--- src/rtl/strand_config.svh ---
`ifndef STRAND_CONFIG_SVH
`define STRAND_CONFIG_SVH

// Number of hardware strands sharing the pipeline
`define STRAND_COUNT 4

// Issued to decode whenever no strand wins arbitration
`define NOP_INSTRUCTION 32'h0000_0000

// Cycles after a long-latency issue in which a short-latency issue
// would land on the same writeback slot
`define WRITEBACK_GAP 2

`endif

--- src/rtl/strand_pkg.sv ---
`default_nettype none

package strand_pkg;

	typedef logic [1:0] strand_idx_t;

	// Register format: arithmetic and long-latency operations
	typedef struct packed {
		logic fmt;
		logic [5:0] opcode;
		logic [4:0] dest;
		logic [4:0] src_a;
		logic [4:0] src_b;
		logic [9:0] pad;
	} reg_format_t;

	// Memory format: loads and stores, always short latency at this stage
	typedef struct packed {
		logic fmt;
		logic load;
		logic [4:0] base;
		logic [4:0] data;
		logic [19:0] offset;
	} mem_format_t;

	// Bit 31 is the format bit in both views
	typedef union packed {
		reg_format_t r;
		mem_format_t m;
	} instruction_t;

endpackage

`default_nettype wire

--- src/rtl/strand_issue_if.sv ---
`default_nettype none
`timescale 1ns/1ps

interface strand_issue_if;
	import strand_pkg::*;

	// Strand holds an instruction and is not suspended
	logic request;
	// Consumes the buffered instruction at the next edge
	logic grant;
	instruction_t instruction;
	logic [31:0] pc;

	modport fsm (
		output request,
		output instruction,
		output pc,
		input grant
	);

	modport stage (
		input request,
		input instruction,
		input pc,
		output grant
	);

endinterface

`default_nettype wire

--- src/rtl/strand_fsm.sv ---
`default_nettype none
`timescale 1ns/1ps

module strand_fsm
(
	input logic clk,
	input logic reset_i,
	input logic instruction_valid_i,
	input strand_pkg::instruction_t instruction_i,
	input logic [31:0] pc_i,
	input logic suspend_i,
	input logic resume_i,
	input logic rollback_i,
	input logic retry_i,
	output logic fetch_req_o,
	strand_issue_if.fsm issue
);
	import strand_pkg::*;

	logic buffer_valid;
	logic suspended;
	instruction_t buffered_instruction;
	logic [31:0] buffered_pc;
	instruction_t last_instruction;
	logic [31:0] last_pc;
	logic load;

	// Fetch only into an empty buffer of a running strand
	assign fetch_req_o = !buffer_valid && !suspended;
	assign load = instruction_valid_i && fetch_req_o;

	assign issue.request = buffer_valid && !suspended;
	assign issue.instruction = buffered_instruction;
	assign issue.pc = buffered_pc;

	// Buffer occupancy, rollback first, then retry, grant and load
	always_ff @(posedge clk)
	begin
		if (reset_i)
		begin
			buffer_valid <= 1'b0;
		end
		else if (rollback_i)
		begin
			buffer_valid <= 1'b0;
		end
		else if (retry_i)
		begin
			buffer_valid <= 1'b1;
		end
		else if (issue.grant)
		begin
			buffer_valid <= 1'b0;
		end
		else if (load)
		begin
			buffer_valid <= 1'b1;
		end
	end

	// A rollback also wakes a strand that was waiting
	always_ff @(posedge clk)
	begin
		if (reset_i)
			suspended <= 1'b0;
		else if (rollback_i)
			suspended <= 1'b0;
		else if (suspend_i)
			suspended <= 1'b1;
		else if (resume_i)
			suspended <= 1'b0;
	end

	always_ff @(posedge clk)
	begin
		if (rollback_i)
		begin
			// Buffer contents are dropped, nothing to update
		end
		else if (retry_i)
		begin
			buffered_instruction <= last_instruction;
			buffered_pc <= last_pc;
		end
		else if (issue.grant)
		begin
			last_instruction <= buffered_instruction;
			last_pc <= buffered_pc;
		end
		else if (load)
		begin
			buffered_instruction <= instruction_i;
			buffered_pc <= pc_i;
		end
	end

endmodule

`default_nettype wire

--- src/rtl/issue_arbiter.sv ---
`default_nettype none
`timescale 1ns/1ps

`include "strand_config.svh"

module issue_arbiter
(
	input logic clk,
	input logic reset_i,
	input logic [`STRAND_COUNT-1:0] request_i,
	output logic [`STRAND_COUNT-1:0] grant_o
);
	localparam int N = `STRAND_COUNT;
	localparam int IDX_W = $clog2(N);

	logic [IDX_W-1:0] pointer;
	logic [2*N-1:0] doubled;
	logic [N-1:0] rotated;
	logic [IDX_W-1:0] offset;
	logic [IDX_W-1:0] winner;
	logic found;

	// Rotate requests so the pointer strand sits at bit 0
	always_comb
	begin
		doubled = {request_i, request_i} >> pointer;
		rotated = doubled[N-1:0];
		found = 1'b0;
		offset = '0;
		for (int i = N - 1; i >= 0; i--)
		begin
			if (rotated[i])
			begin
				found = 1'b1;
				offset = IDX_W'(i);
			end
		end
		// Index arithmetic wraps naturally for a power-of-two count
		winner = pointer + offset;
		grant_o = found ? (N'(1) << winner) : '0;
	end

	always_ff @(posedge clk)
	begin
		if (reset_i)
			pointer <= '0;
		else if (found)
			pointer <= winner + IDX_W'(1);
	end

endmodule

`default_nettype wire

--- src/rtl/execute_hazard_detect.sv ---
`default_nettype none
`timescale 1ns/1ps

`include "strand_config.svh"

module execute_hazard_detect
(
	input logic clk,
	input logic reset_i,
	input strand_pkg::instruction_t instruction_i [`STRAND_COUNT],
	input logic [`STRAND_COUNT-1:0] grant_i,
	output logic [`STRAND_COUNT-1:0] hazard_o
);
	import strand_pkg::*;

	localparam int N = `STRAND_COUNT;
	localparam int GAP = `WRITEBACK_GAP;

	logic [N-1:0] long_candidate;
	logic granted_long;
	logic [GAP-1:0] history;

	// Long latency is a register-format word with the top opcode bit set
	always_comb
	begin
		for (int i = 0; i < N; i++)
		begin
			long_candidate[i] = instruction_i[i].r.fmt && instruction_i[i].r.opcode[5];
		end
	end

	assign granted_long = |(grant_i & long_candidate);

	// Bit 0 is the most recent cycle, the top bit is the writeback slot
	always_ff @(posedge clk)
	begin
		if (reset_i)
			history <= '0;
		else
			history <= (history << 1) | GAP'(granted_long);
	end

	// Only short instructions are held back, another long one lines up behind
	always_comb
	begin
		if (history[GAP-1])
			hazard_o = ~long_candidate;
		else
			hazard_o = '0;
	end

endmodule

`default_nettype wire

--- src/rtl/strand_select_stage.sv ---
`default_nettype none
`timescale 1ns/1ps

`include "strand_config.svh"

module strand_select_stage
(
	input logic clk,
	input logic reset_i,
	input logic [`STRAND_COUNT-1:0] strand_enable_i,
	input logic [31:0] if_instruction_i [`STRAND_COUNT],
	input logic [`STRAND_COUNT-1:0] if_instruction_valid_i,
	input logic [31:0] if_pc_i [`STRAND_COUNT],
	input logic [`STRAND_COUNT-1:0] suspend_strand_i,
	input logic [`STRAND_COUNT-1:0] resume_strand_i,
	input logic [`STRAND_COUNT-1:0] rollback_strand_i,
	input logic [`STRAND_COUNT-1:0] retry_strand_i,
	output logic [`STRAND_COUNT-1:0] ss_instruction_req_o,
	output logic [31:0] ss_instruction_o,
	output logic [31:0] ss_pc_o,
	output strand_pkg::strand_idx_t ss_strand_o
);
	import strand_pkg::*;

	localparam int N = `STRAND_COUNT;

	logic [N-1:0] strand_request;
	logic [N-1:0] arb_request;
	logic [N-1:0] grant;
	logic [N-1:0] hazard;
	instruction_t candidate_instruction [N];
	logic [31:0] candidate_pc [N];
	strand_idx_t grant_idx;

	for (genvar g = 0; g < N; g++)
	begin : g_strand
		strand_issue_if issue ();

		strand_fsm u_fsm (
			.clk(clk),
			.reset_i(reset_i),
			.instruction_valid_i(if_instruction_valid_i[g]),
			.instruction_i(if_instruction_i[g]),
			.pc_i(if_pc_i[g]),
			.suspend_i(suspend_strand_i[g]),
			.resume_i(resume_strand_i[g]),
			.rollback_i(rollback_strand_i[g]),
			.retry_i(retry_strand_i[g]),
			.fetch_req_o(ss_instruction_req_o[g]),
			.issue(issue.fsm)
		);

		assign strand_request[g] = issue.request;
		assign candidate_instruction[g] = issue.instruction;
		assign candidate_pc[g] = issue.pc;
		assign issue.grant = grant[g];
	end

	execute_hazard_detect u_hazard (
		.clk(clk),
		.reset_i(reset_i),
		.instruction_i(candidate_instruction),
		.grant_i(grant),
		.hazard_o(hazard)
	);

	// A strand competes only when loaded, enabled and clear of writeback conflicts
	assign arb_request = strand_request & strand_enable_i & ~hazard;

	issue_arbiter u_arbiter (
		.clk(clk),
		.reset_i(reset_i),
		.request_i(arb_request),
		.grant_o(grant)
	);

	// One-hot to index, grant has at most one bit set
	always_comb
	begin
		grant_idx = '0;
		for (int i = 0; i < N; i++)
		begin
			if (grant[i])
				grant_idx = grant_idx | strand_idx_t'(i);
		end
	end

	// Strand number holds its last value through idle cycles
	always_ff @(posedge clk)
	begin
		if (reset_i)
		begin
			ss_instruction_o <= `NOP_INSTRUCTION;
			ss_pc_o <= '0;
			ss_strand_o <= '0;
		end
		else if (|grant)
		begin
			ss_instruction_o <= candidate_instruction[grant_idx];
			ss_pc_o <= candidate_pc[grant_idx];
			ss_strand_o <= grant_idx;
		end
		else
		begin
			ss_instruction_o <= `NOP_INSTRUCTION;
			ss_pc_o <= '0;
		end
	end

endmodule

`default_nettype wire

--- config.mk ---
export PLATFORM = sky130hd
export DESIGN_NAME = strand_select_stage
export DESIGN_NICKNAME = d
export VERILOG_FILES = /design/src/rtl/strand_pkg.sv /design/src/rtl/strand_issue_if.sv /design/src/rtl/strand_fsm.sv /design/src/rtl/issue_arbiter.sv /design/src/rtl/execute_hazard_detect.sv /design/src/rtl/strand_select_stage.sv
export VERILOG_INCLUDE_DIRS = /design/src /design/src/rtl
export SDC_FILE = /design/constraint.sdc
export NUM_CORES = 1
export LEC_CHECK = 0
export BUFFER_PORTS_ARGS = -buffer_cell sky130_fd_sc_hd__buf_2
export CORE_MARGIN = 10
export CORE_UTILIZATION = 51
export CTS_CLUSTER_DIAMETER = 40
export DETAILED_ROUTE_END_ITERATION = 10
export PLACE_DENSITY = 0.75
export SLEW_MARGIN = 20
export SYNTH_ARGS = -nofsm -noshare
export SYNTH_HDL_FRONTEND = slang
export SYNTH_HIERARCHICAL = 1
export SYNTH_SLANG_ARGS = --single-unit
--- constraint.sdc ---
create_clock -name clk -period 8.9 [get_ports clk]
set_clock_uncertainty 0.1 [all_clocks]
set_input_delay 2.225 -clock clk [delete_from_list [all_inputs] [get_ports clk]]
set_output_delay 2.225 -clock clk [all_outputs]
set_load 0.02 [all_outputs]
==> impl_metrics.prom, run 1 <==
# TYPE chip_impl_metric gauge
chip_impl_metric{name="die_height",unit="µm"} 235
chip_impl_metric{name="area_growth_syn_to_layout",unit="%"} 20.0
chip_impl_info{name="hold_path_class",value="reg -> reg"} 1
chip_impl_info{name="path_common_cell",value="nor2_1"} 1
chip_impl_metric{name="mux_share_of_post_synthesis_cell_area",unit="%"} 14.9
chip_impl_metric{name="io_count",unit=""} 352
chip_impl_info{name="worst_hold_startpoint",value="g_strand[0].u_fsm/issue.pc[22]"} 1
chip_impl_metric{name="power.density_cell_area",unit="nW/µm²"} 258
chip_impl_metric{name="synth-xor-area-share",unit="%"} 0.217
chip_impl_metric{name="finish.net_count",unit=""} 1956
chip_impl_metric{name="holdPathStages",unit=""} 0
chip_impl_metric{name="async_flop_share",unit="%"} 0
chip_impl_metric{name="wirelength",unit="µm"} 59800
chip_impl_metric{name="drcViolationCount",unit=""} 0
chip_impl_metric{name="fin_tns_setup",unit="ns"} 0
chip_impl_metric{name="io_buffer_count",unit=""} 351
chip_impl_metric{name="worst_setup_hold_path_clk_slew",unit="ns"} 0.06
chip_impl_metric{name="route.detailed.vias_per_inst",unit=""} 5.62
chip_impl_info{name="root_buffer",value="clkbuf_16"} 1
chip_impl_info{name="crit_path_start_kind",value="input pin"} 1
chip_impl_metric{name="ant_nets",unit=""} 0
chip_impl_metric{name="finalSetupViolCount",unit=""} 0
chip_impl_metric{name="detailedRoute.firstPassIterationCount",unit=""} 5
chip_impl_info{name="worst_path_max_delay_cell",value="nor2_4"} 1
chip_impl_metric{name="reg2reg_slack",unit="ns"} 3.86
chip_impl_info{name="hold-path-endpoint",value="g_strand[0].u_fsm/last_pc[22]"} 1
chip_impl_info{name="cts_tree",value="built"} 1
chip_impl_metric{name="leakagePower",unit="nW"} 10.5
chip_impl_metric{name="tritoncts.num_buffers",unit=""} 74
chip_impl_metric{name="arrival",unit="ns"} 6.21
chip_impl_metric{name="synth.lib_cells_used.distinct",unit=""} 38
chip_impl_info{name="worst_r2r_src",value="g_strand[2].u_fsm/issue.instruction[30]"} 1
chip_impl_metric{name="slew_violations",unit=""} 0
chip_impl_info{name="netlist_top_cells_area",value="edfxtp_1 65%, mux2_2 7.1%, dfxtp_1 6.6%"} 1
chip_impl_metric{name="dp_hpwl",unit="µm"} 38300
chip_impl_metric{name="post-route-worst-setup-slack",unit="ns"} 2.82
chip_impl_info{name="r2r-end",value="g_strand[0].u_fsm/issue.instruction[17]"} 1
chip_impl_metric{name="grt_overflow",unit=""} 0
chip_impl_info{name="crit_path_class",value="in -> reg"} 1
chip_impl_metric{name="critical_path.max_stage_delay",unit="ns"} 0.82
chip_impl_metric{name="vdd.ir_drop.worst",unit="µV"} 161
chip_impl_metric{name="post_cts_resized",unit=""} 0
chip_impl_metric{name="critPathBufInv",unit=""} 3
chip_impl_metric{name="synthCells",unit=""} 1298
chip_impl_metric{name="routed_wire_length_per_instance",unit="µm"} 25.6
chip_impl_metric{name="mappedNetlistArea",unit="µm²"} 23600
chip_impl_metric{name="post-route-period-util",unit="%"} 68.3
chip_impl_metric{name="design_power_total",unit="mW"} 7.30
chip_impl_metric{name="slew_at_the_pin_closest_to_its_max_slew_limit",unit="ns"} 1.07
chip_impl_metric{name="gr-usage-all-layers",unit="%"} 21.1
chip_impl_metric{name="total_clock_sinks",unit=""} 590
chip_impl_metric{name="cts.path.max_buffers",unit=""} 3
chip_impl_metric{name="synth_top_area_share",unit="%"} 65.2
chip_impl_info{name="crit_family",value="simple AND/OR/NAND/NOR gates"} 1
chip_impl_metric{name="synth_compound_gate_area_share",unit="%"} 7.32
chip_impl_metric{name="cts.htree.levels",unit=""} 3
chip_impl_metric{name="postCtsSetupBuffers",unit=""} 0
chip_impl_metric{name="worstRegToRegCells",unit=""} 15
chip_impl_metric{name="core",unit="µm²"} 45600
chip_impl_metric{name="final_cells",unit=""} 2337
chip_impl_info{name="crit_path_end_kind",value="flip-flop"} 1
chip_impl_metric{name="floorplan.initialDensity",unit="%"} 51.8
chip_impl_metric{name="place.detailed.instances",unit=""} 2196
chip_impl_metric{name="clock.fmax",unit="GHz"} 0.164
chip_impl_metric{name="layout-drive-gt1-share",unit="%"} 44.3
chip_impl_metric{name="drt_first_iter_violations",unit=""} 1149
chip_impl_metric{name="timing.final.crit_period",unit="ns"} 6.08
chip_impl_metric{name="warnings_from_yosys",unit=""} 6
chip_impl_metric{name="die_w",unit="µm"} 235
chip_impl_metric{name="worstSkewPairLatency",unit="ns"} 0.60
chip_impl_metric{name="worst_ep_required_time",unit="ns"} 9.03
chip_impl_metric{name="hold_fix_buffers_at_cts",unit=""} 0
chip_impl_metric{name="vias",unit=""} 13144
chip_impl_metric{name="wire_length_of_the_first_global_routing_pass",unit="µm"} 89700
chip_impl_metric{name="avgSynthCellArea",unit="µm²"} 18.2
chip_impl_metric{name="post_synth_and_or_nand_nor_area_fraction",unit="%"} 3.04
chip_impl_metric{name="grt_max_degree",unit=""} 72
chip_impl_info{name="synth_top_family_by_area",value="multiplexers"} 1
chip_impl_metric{name="synth-seq-area-share",unit="%"} 71.8
chip_impl_metric{name="adder_and_majority_gate_portion_of_the_synthesized_area",unit="%"} 0.0530
chip_impl_metric{name="synth_nets",unit=""} 1581
chip_impl_metric{name="gp_routability_congestion",unit=""} 0.857
chip_impl_info{name="path_cells",value="buf_2, nand2_1, nor2_1, nor2_1, a211oi_1, a21oi_1, a211o_1, ha_1, xnor2_2, xor2_1, nor3_1, inv_1, a31oi_1, nor2_4, buf_4"} 1
chip_impl_metric{name="max_slew_headroom",unit="%"} 28.5
chip_impl_metric{name="rows",unit=""} 78
chip_impl_metric{name="design.die.area",unit="µm²"} 55300
chip_impl_metric{name="postSynthRegisterBits",unit=""} 590
chip_impl_info{name="synth_area_leader_cell",value="edfxtp_1"} 1
chip_impl_metric{name="hold_viol",unit=""} 0
chip_impl_info{name="rsz0062_at_grt",value="no"} 1
chip_impl_metric{name="dp_slack",unit="ns"} 2.32
chip_impl_metric{name="synth_enable_flop_cells",unit=""} 512
chip_impl_info{name="postSynth.topFlopCell",value="edfxtp_1"} 1
chip_impl_metric{name="number_of_antenna_violations_at_the_first_check_in_global_routing",unit=""} 3
chip_impl_metric{name="final_core_utilization",unit="%"} 62.1
chip_impl_info{name="status",value="complete, no violations"} 1
chip_impl_metric{name="cap_violations",unit=""} 0
chip_impl_metric{name="grt_pass1_vias",unit=""} 14049
chip_impl_metric{name="crit_path_max_fanout",unit=""} 34
-- sequential cells by signal, summed over array words and instances (netlist names) --
register and count:
g_strand.u_fsm/suspended 4, ss_pc_o 32, u_hazard/history 2, g_strand.u_fsm/buffer_valid 4, g_strand.u_fsm/issue.pc 128, g_strand.u_fsm/last_pc 128
ss_instruction_o 32, u_arbiter/pointer 2, g_strand.u_fsm/last_instruction 128, ss_strand_o 2, g_strand.u_fsm/issue.instruction 128
-- routing by layer --
layer | routed length, µm | vias up | global-route usage (%) | share of wire (%)
li1 | - | 5830 | - | -
met1 | 25800 | 6653 | 28.7 | 43
met4 | 1580 | 2 | 7.91 | 2.6
met2 | 27900 | 562 | 32.4 | 47
met5 | 20 | - | 0 | 0.033
met3 | 4500 | 97 | 5.30 | 7.5
-- layout by cell type, fill, tap and decap left out, types with 25 or more instances in the layout --
cell type and n:
edfxtp_1 512, buf_2 347, mux2_1 108, clkbuf_16 79
mux2_2 148, a211oi_1 27, buf_4 25, a211oi_2 106
nor2b_1 73, mux2i_1 64, dfxtp_1 78
-- area by class of cell --
type / count / area [µm²]
diodes: 3 / 7.51
clock buffers: 99 / 2110
clock inverters: 38 / 358
fillers: 3263 / 17300
inverters: 13 / 48.8
multi-input cells: 620 / 6130
flip-flops and latches: 590 / 16900
well taps: 600 / 751
repair buffers: 374 / 1960
-- report_power, final --
group / total, mW / switching, mW / internal, mW
registers: 3.32 / 0.0966 / 3.23
clock network: 2.98 / 1.17 / 1.80
logic: 0.995 / 0.639 / 0.356
-- per-stage QoR --
stage | hold WS, ns | instance area, µm²
final | 0.339 | 28300
after global routing | 0.346 | 28300
after CTS | 0.340 | 28300
after detailed placement | 0.325 | 25800
after global placement | 0.322 | 25800
after floorplan | 0.314 | 23600
-- cell usage after synthesis (9+ instances only) --
cell / count
buf_6: 30
mux2i_1: 64
nor2b_1: 73
edfxtp_1: 512
a211oi_2: 106
mux2_1: 108
nor3_1: 12
a211oi_1: 27
dfxtp_1: 78
inv_1: 9
buf_2: 33
nor2_1: 28
mux2_2: 148
-- kinds of logic after synthesis --
group	Yosys count
multiplexers	320
flip-flops	590
buffers and inverters	88
XOR/XNOR	5
AO/OA/AOI/OAI	162
adder cells (fa/ha/maj)	1
AND/OR/NAND/NOR	132
-- worst reg2reg max path, cell delays in order, from the launching register on --
cell and delay, ns:
edfxtp_1 0.46, a21boi_0 0.38, nor2_1 0.24, nand2_1 0.12
nor2_1 0.05, a211oi_1 0.24, a21oi_1 0.07, a211o_1 0.28
ha_1 0.23, xnor2_2 0.22, xor2_1 0.31, nor3_1 0.16
inv_1 0.19, a31oi_1 0.15, nor2_4 0.82, buf_4 0.65
-- worst max path at each step --
| stage | slack (ns) | startpoint | cells past startpoint | endpoint |
|---|---|---|---|---|
| after global routing | 2.58 | strand_enable_i[0] | 15 | g_strand[0].u_fsm/issue.instruction[20] |
| after global placement | 2.42 | strand_enable_i[0] | 16 | g_strand[1].u_fsm/issue.instruction[4] |
| after CTS | 2.93 | strand_enable_i[0] | 15 | g_strand[0].u_fsm/issue.instruction[20] |
| after detailed placement | 2.32 | strand_enable_i[0] | 15 | g_strand[0].u_fsm/issue.instruction[16] |
| after floorplan | 1.59 | strand_enable_i[3] | 13 | g_strand[1].u_fsm/issue.instruction[0] |
| final | 2.82 | strand_enable_i[0] | 15 | g_strand[0].u_fsm/issue.instruction[17] |
(Power assumes the default switching activity.)
==> run 2, diff against run 1 <==
--- a/config.mk
+++ b/config.mk
@@ -8,10 +8,10 @@
 export LEC_CHECK = 0
 export BUFFER_PORTS_ARGS = -buffer_cell sky130_fd_sc_hd__buf_2
 export CORE_MARGIN = 10
-export CORE_UTILIZATION = 51
+export CORE_UTILIZATION = 57
 export CTS_CLUSTER_DIAMETER = 40
 export DETAILED_ROUTE_END_ITERATION = 10
-export PLACE_DENSITY = 0.75
+export PLACE_DENSITY = 0.8
 export SLEW_MARGIN = 20
 export SYNTH_ARGS = -nofsm -noshare
 export SYNTH_HDL_FRONTEND = slang
==> constraint.sdc (replaced) <==
create_clock -name clk -period 6.3 [get_ports clk]
set_clock_uncertainty 0.1 [all_clocks]
set_input_delay 1.575 -clock clk [delete_from_list [all_inputs] [get_ports clk]]
set_output_delay 1.575 -clock clk [all_outputs]
set_load 0.02 [all_outputs]
==> run 2 against run 1 <==
Sequential power rose by 41%; setup slack got worse by 1.3 ns; sequential cell count stayed put; critical path depth unchanged; worst hold slack got worse by 0.015 ns; total power rose by 40%; count of clock-buffer cells in the layout is 11 lower; critical path type unchanged; largest power group unchanged.
==> impl_metrics.prom, run 2 (same netlist as run 1, synthesis figures left out) <==
# TYPE chip_impl_metric gauge
chip_impl_metric{name="detailedRoute.firstPassIterationCount",unit=""} 5
chip_impl_info{name="crit_path_end_kind",value="flip-flop"} 1
chip_impl_metric{name="dp_hpwl",unit="µm"} 37800
chip_impl_metric{name="cts.htree.levels",unit=""} 3
chip_impl_metric{name="grt_overflow",unit=""} 0
chip_impl_info{name="cts_tree",value="built"} 1
chip_impl_metric{name="routed_wire_length_per_instance",unit="µm"} 25.8
chip_impl_metric{name="vdd.ir_drop.worst",unit="µV"} 202
chip_impl_metric{name="finalSetupViolCount",unit=""} 0
chip_impl_metric{name="slew_at_the_pin_closest_to_its_max_slew_limit",unit="ns"} 0.945
chip_impl_metric{name="worstSkewPairLatency",unit="ns"} 0.59
chip_impl_metric{name="design_power_total",unit="mW"} 10.3
chip_impl_metric{name="cts.path.max_buffers",unit=""} 3
chip_impl_metric{name="placement.cell_area",unit="µm²"} 26000
chip_impl_metric{name="drcViolationCount",unit=""} 0
chip_impl_metric{name="tritoncts.num_buffers",unit=""} 70
chip_impl_metric{name="core",unit="µm²"} 40800
chip_impl_metric{name="gr-usage-all-layers",unit="%"} 22.8
chip_impl_metric{name="total_clock_sinks",unit=""} 590
chip_impl_metric{name="cap_violations",unit=""} 0
chip_impl_info{name="rsz0062_at_grt",value="no"} 1
chip_impl_metric{name="clock.fmax",unit="GHz"} 0.210
chip_impl_metric{name="drt_first_iter_violations",unit=""} 1340
chip_impl_info{name="root_buffer",value="clkbuf_16"} 1
chip_impl_metric{name="power.density_cell_area",unit="nW/µm²"} 361
chip_impl_metric{name="gp_routability_congestion",unit=""} 0.871
chip_impl_metric{name="number_of_antenna_violations_at_the_first_check_in_global_routing",unit=""} 8
chip_impl_metric{name="timing.final.crit_period",unit="ns"} 4.77
chip_impl_metric{name="postCtsSetupBuffers",unit=""} 0
chip_impl_info{name="crit_path_class",value="in -> reg"} 1
chip_impl_metric{name="finish.net_count",unit=""} 1959
chip_impl_metric{name="slew_violations",unit=""} 0
chip_impl_metric{name="ant_nets",unit=""} 0
chip_impl_metric{name="grt_pass1_vias",unit=""} 13901
chip_impl_metric{name="area_growth_syn_to_layout",unit="%"} 20.3
chip_impl_metric{name="rows",unit=""} 74
chip_impl_metric{name="io_buffer_count",unit=""} 351
chip_impl_metric{name="wire_length_of_the_first_global_routing_pass",unit="µm"} 87200
chip_impl_metric{name="post-route-period-util",unit="%"} 75.7
chip_impl_metric{name="wirelength",unit="µm"} 58500
chip_impl_metric{name="leakagePower",unit="nW"} 10.5
chip_impl_metric{name="max_slew_headroom",unit="%"} 37.0
chip_impl_metric{name="die_height",unit="µm"} 223
chip_impl_metric{name="post_cts_resized",unit=""} 0
chip_impl_metric{name="die_w",unit="µm"} 223
chip_impl_metric{name="worst_ep_required_time",unit="ns"} 6.45
chip_impl_metric{name="final_area",unit="µm²"} 28400
chip_impl_metric{name="hold_viol",unit=""} 0
chip_impl_metric{name="floorplan.initialDensity",unit="%"} 57.8
chip_impl_metric{name="arrival",unit="ns"} 4.92
chip_impl_metric{name="hold_fix_buffers_at_cts",unit=""} 0
chip_impl_metric{name="layout-drive-gt1-share",unit="%"} 44.3
chip_impl_info{name="most_frequent_standard_cell_in_the_layout_excluding_fill_and_tap_cells",value="edfxtp_1"} 1
chip_impl_metric{name="crit_path_max_fanout",unit=""} 31
chip_impl_metric{name="io_count",unit=""} 352
chip_impl_metric{name="grt_max_degree",unit=""} 70
chip_impl_metric{name="vias",unit=""} 13336
chip_impl_info{name="status",value="complete, no violations"} 1
chip_impl_metric{name="route.detailed.vias_per_inst",unit=""} 5.87
chip_impl_metric{name="worst_setup_hold_path_clk_slew",unit="ns"} 0.06
chip_impl_info{name="layout.cells.most_common_list",value="512 x edfxtp_1, 347 x buf_2, 148 x mux2_2"} 1
chip_impl_info{name="hold_path_class",value="reg -> reg"} 1
chip_impl_info{name="crit_path_start_kind",value="input pin"} 1
chip_impl_metric{name="design.die.area",unit="µm²"} 49900
## run 2: final timing paths
check	start	endpoint	slack [ns]	cells after the start
worst min register to register	g_strand[0].u_fsm/issue.instruction[0]	g_strand[0].u_fsm/last_instruction[0]	0.32	0
worst max register to register	g_strand[2].u_fsm/buffer_valid	g_strand[0].u_fsm/issue.instruction[0]	1.99	15
worst max-delay path	strand_enable_i[2]	g_strand[0].u_fsm/issue.instruction[0]	1.53	15
worst min-delay path	g_strand[0].u_fsm/issue.instruction[0]	g_strand[0].u_fsm/last_instruction[0]	0.32	0
## run 2: area by class of cell
| cell class | count | area, µm² |
|---|---|---|
| sequential | 590 | 16900 |
| tap | 532 | 666 |
| fill | 2581 | 12500 |
| multi-input combinational | 620 | 6130 |
| timing repair buffer | 381 | 2190 |
| inverter | 13 | 48.8 |
| clock inverter | 41 | 468 |
| clock buffer | 88 | 1910 |
| antenna | 6 | 15.0 |
## run 2: power breakdown
| group | switching [mW] | leakage (nW) | internal, mW |
|---|---|---|---|
| Combinational | 0.911 | 4.02 | 0.536 |
| Sequential | 0.129 | 5.38 | 4.56 |
| Clock | 1.64 | 1.15 | 2.48 |
## run 2: per-stage QoR
stage / setup WS [ns] / hold WS, ns / instances / util, % / TNS, ns
final: 1.53 / 0.323 / 2271 / 69.5 / 0
after global routing: 1.20 / 0.344 / 2269 / 69.5 / 0
after CTS: 1.60 / 0.325 / 2265 / 69.4 / 0
after detailed placement: 0.989 / 0.327 / 2136 / 63.6 / 0
after global placement: 0.537 / 0.322 / 2134 / 63.5 / 0
after floorplan: -0.246 / 0.314 / 1298 / - / -37.91
## run 2: critical path: stages
cell and delay, ns:
buf_2 0.08, nand2_1 0.04, nor2_1 0.42, nor3_1 0.09
a31oi_1 0.17, a21oi_1 0.09, a211o_1 0.28, ha_1 0.23
xnor2_2 0.21, xor2_1 0.30, nor3_1 0.15, inv_1 0.22
a31oi_1 0.15, nor2_4 0.56, buf_12 0.29
## run 2: layer usage
metal / part of all wire, % / global-route usage (%) / wire length (µm)
met3: 7.7 / 5.03 / 4530
met2: 47 / 35.4 / 27800
met1: 42 / 31.3 / 24800
met4: 2.4 / 7.74 / 1420
met5: 0.046 / 0 / 27
==> run 3, diff against run 2 <==
==> constraint.sdc (replaced) <==
create_clock -name clk -period 4.85 [get_ports clk]
set_clock_uncertainty 0.1 [all_clocks]
set_input_delay 1.2125 -clock clk [delete_from_list [all_inputs] [get_ports clk]]
set_output_delay 1.2125 -clock clk [all_outputs]
set_load 0.02 [all_outputs]
==> run 3 against run 2 <==
Setup slack got worse by 0.78 ns; cell area barely moved; critical endpoint is now ss_pc_o[19]; clock power rose by 30%; largest power group unchanged; die area did not move; non-clock buffer count fell by 5; utilization barely moved; register-to-register slack got worse by 1.2 ns; wire length rose by 0.61%; sequential cell count did not move.
==> impl_metrics.prom, run 3 (same netlist as run 1, synthesis figures left out) <==
# TYPE chip_impl_metric gauge
chip_impl_info{name="status",value="complete, no violations"} 1
chip_impl_metric{name="cts.path.max_buffers",unit=""} 3
chip_impl_info{name="worst_hold_startpoint",value="g_strand[0].u_fsm/issue.instruction[24]"} 1
chip_impl_metric{name="leakagePower",unit="nW"} 10.6
chip_impl_metric{name="tritoncts.num_buffers",unit=""} 74
chip_impl_metric{name="fin_tns_setup",unit="ns"} 0
chip_impl_metric{name="rows",unit=""} 74
chip_impl_metric{name="gp_routability_congestion",unit=""} 0.860
chip_impl_metric{name="total_clock_sinks",unit=""} 590
chip_impl_metric{name="layout-drive-gt1-share",unit="%"} 44.7
chip_impl_info{name="crit_path_start",value="strand_enable_i[1]"} 1
chip_impl_metric{name="gr-usage-all-layers",unit="%"} 23.0
chip_impl_metric{name="post-route-period-util",unit="%"} 84.6
chip_impl_metric{name="timing.final.crit_period",unit="ns"} 4.10
chip_impl_metric{name="detailedRoute.firstPassIterationCount",unit=""} 5
chip_impl_metric{name="slew_violations",unit=""} 0
chip_impl_info{name="crit_path_class",value="in -> reg"} 1
chip_impl_info{name="rsz0062_at_grt",value="no"} 1
chip_impl_metric{name="clock.fmax",unit="GHz"} 0.244
chip_impl_metric{name="dp_hpwl",unit="µm"} 38500
chip_impl_metric{name="hold_viol",unit=""} 0
chip_impl_metric{name="finalSetupViolCount",unit=""} 0
chip_impl_metric{name="crit_path_max_fanout",unit=""} 40
chip_impl_info{name="most_frequent_standard_cell_in_the_layout_excluding_fill_and_tap_cells",value="edfxtp_1"} 1
chip_impl_metric{name="critPathBufInv",unit=""} 3
chip_impl_metric{name="io_count",unit=""} 352
chip_impl_metric{name="arrival",unit="ns"} 4.50
chip_impl_info{name="path_cells",value="buf_2, nand2_1, nor2_1, nor2_1, a211oi_1, a21oi_1, a211o_1, ha_4, xnor2_2, xnor2_1, nor2_1, or2_4, buf_12, buf_12, a211oi_2, a211oi_2"} 1
chip_impl_metric{name="number_of_antenna_violations_at_the_first_check_in_global_routing",unit=""} 4
chip_impl_metric{name="finish.net_count",unit=""} 1958
chip_impl_metric{name="die_w",unit="µm"} 223
chip_impl_info{name="hold_path_class",value="reg -> reg"} 1
chip_impl_metric{name="area_growth_syn_to_layout",unit="%"} 20.3
chip_impl_metric{name="final_cells",unit=""} 2270
chip_impl_metric{name="design.die.area",unit="µm²"} 49900
chip_impl_info{name="path_common_cell",value="nor2_1"} 1
chip_impl_metric{name="routed_wire_length_per_instance",unit="µm"} 25.9
chip_impl_metric{name="post_cts_resized",unit=""} 0
chip_impl_metric{name="worstSkewPairLatency",unit="ns"} 0.59
chip_impl_info{name="cts_tree",value="built"} 1
chip_impl_metric{name="vdd.ir_drop.worst",unit="µV"} 293
chip_impl_metric{name="place.detailed.instances",unit=""} 2131
chip_impl_info{name="worst_r2r_src",value="g_strand[2].u_fsm/issue.instruction[30]"} 1
chip_impl_metric{name="cap_violations",unit=""} 0
chip_impl_metric{name="route.detailed.vias_per_inst",unit=""} 5.88
chip_impl_info{name="crit_path_start_kind",value="input pin"} 1
chip_impl_metric{name="io_buffer_count",unit=""} 351
chip_impl_metric{name="timing.hold.ws",unit="ns"} 0.344
chip_impl_info{name="worst_path_max_delay_cell",value="nor2_1"} 1
chip_impl_metric{name="grt_max_degree",unit=""} 68
chip_impl_metric{name="core",unit="µm²"} 40800
chip_impl_metric{name="ant_nets",unit=""} 0
chip_impl_metric{name="floorplan.initialDensity",unit="%"} 57.8
chip_impl_metric{name="drt_first_iter_violations",unit=""} 1325
chip_impl_info{name="root_buffer",value="clkbuf_16"} 1
chip_impl_metric{name="design_power_total",unit="mW"} 13.4
chip_impl_metric{name="slew_at_the_pin_closest_to_its_max_slew_limit",unit="ns"} 1.07
chip_impl_metric{name="die_height",unit="µm"} 223
chip_impl_metric{name="critical_path.max_stage_delay",unit="ns"} 0.42
chip_impl_metric{name="power.density_cell_area",unit="nW/µm²"} 471
chip_impl_info{name="layout.cells.most_common_list",value="512 x edfxtp_1, 347 x buf_2, 148 x mux2_2"} 1
chip_impl_metric{name="worst_ep_required_time",unit="ns"} 5.25
chip_impl_metric{name="postCtsSetupBuffers",unit=""} 0
chip_impl_metric{name="max_slew_headroom",unit="%"} 28.8
chip_impl_metric{name="drcViolationCount",unit=""} 0
chip_impl_metric{name="wirelength",unit="µm"} 58900
chip_impl_metric{name="cts.htree.levels",unit=""} 3
chip_impl_metric{name="vias",unit=""} 13348
chip_impl_metric{name="worst_setup_hold_path_clk_slew",unit="ns"} 0.06
chip_impl_metric{name="hold_fix_buffers_at_cts",unit=""} 0
chip_impl_metric{name="grt_overflow",unit=""} 0
chip_impl_metric{name="grt_pass1_vias",unit=""} 13973
chip_impl_metric{name="wire_length_of_the_first_global_routing_pass",unit="µm"} 88100
chip_impl_info{name="crit_family",value="simple AND/OR/NAND/NOR gates"} 1
chip_impl_info{name="crit_path_end_kind",value="flip-flop"} 1
run 3: cell types whose count changed in the layout (fill, tap and decap cells not counted), moves of 3 or more:
cell,before,now
clkinv_2,4,9
clkbuf_8,5,2
clkbuf_16,72,77
inv_8,1,5
buf_4,19,13
buf_12,13,16
bufinv_16,7,3
diode_2,6,3
run 3: power breakdown:
| group | switching (mW) | total [mW] | internal [mW] |
|---|---|---|---|
| Clock | 2.21 | 5.37 | 3.16 |
| Sequential | 0.178 | 6.10 | 5.92 |
| Combinational | 1.18 | 1.89 | 0.714 |
run 3: per-stage QoR:
| step | cell area (µm²) | util [%] | worst slack [ns] |
|---|---|---|---|
| final | 28400 | 69.5 | 0.747 |
| after CTS | 28400 | 69.5 | 0.857 |
| after global routing | 28400 | 69.5 | 0.573 |
| after global placement | 26000 | 63.6 | 0.423 |
| after floorplan | 23700 | - | -0.136 |
| after detailed placement | 26000 | 63.6 | 0.279 |
run 3: layout make-up:
cell class	instances	area (µm²)
clock buffer	90	2000
multi-input combinational	620	6170
antenna	3	7.51
clock inverter	46	414
fill	2587	12400
timing repair buffer	376	2150
tap	532	666
inverter	13	48.8
sequential	590	16900
run 3: layer usage:
metal,GRT usage [%],part of all wire (%),vias up
met5,0,0,-
met4,8.44,2.7,0
met3,4.93,7.6,102
met2,36.2,48,641
met1,31.0,42,6769
li1,-,-,5836
run 3: path summary, 6_finish.rpt:
kind	endpoint	slack (ns)	cells after the start
worst max-delay path	ss_pc_o[19]	0.75	16
worst min-delay path	g_strand[0].u_fsm/last_instruction[24]	0.34	0
worst max register to register	ss_pc_o[19]	0.83	16
worst min register to register	g_strand[0].u_fsm/last_instruction[24]	0.34	0
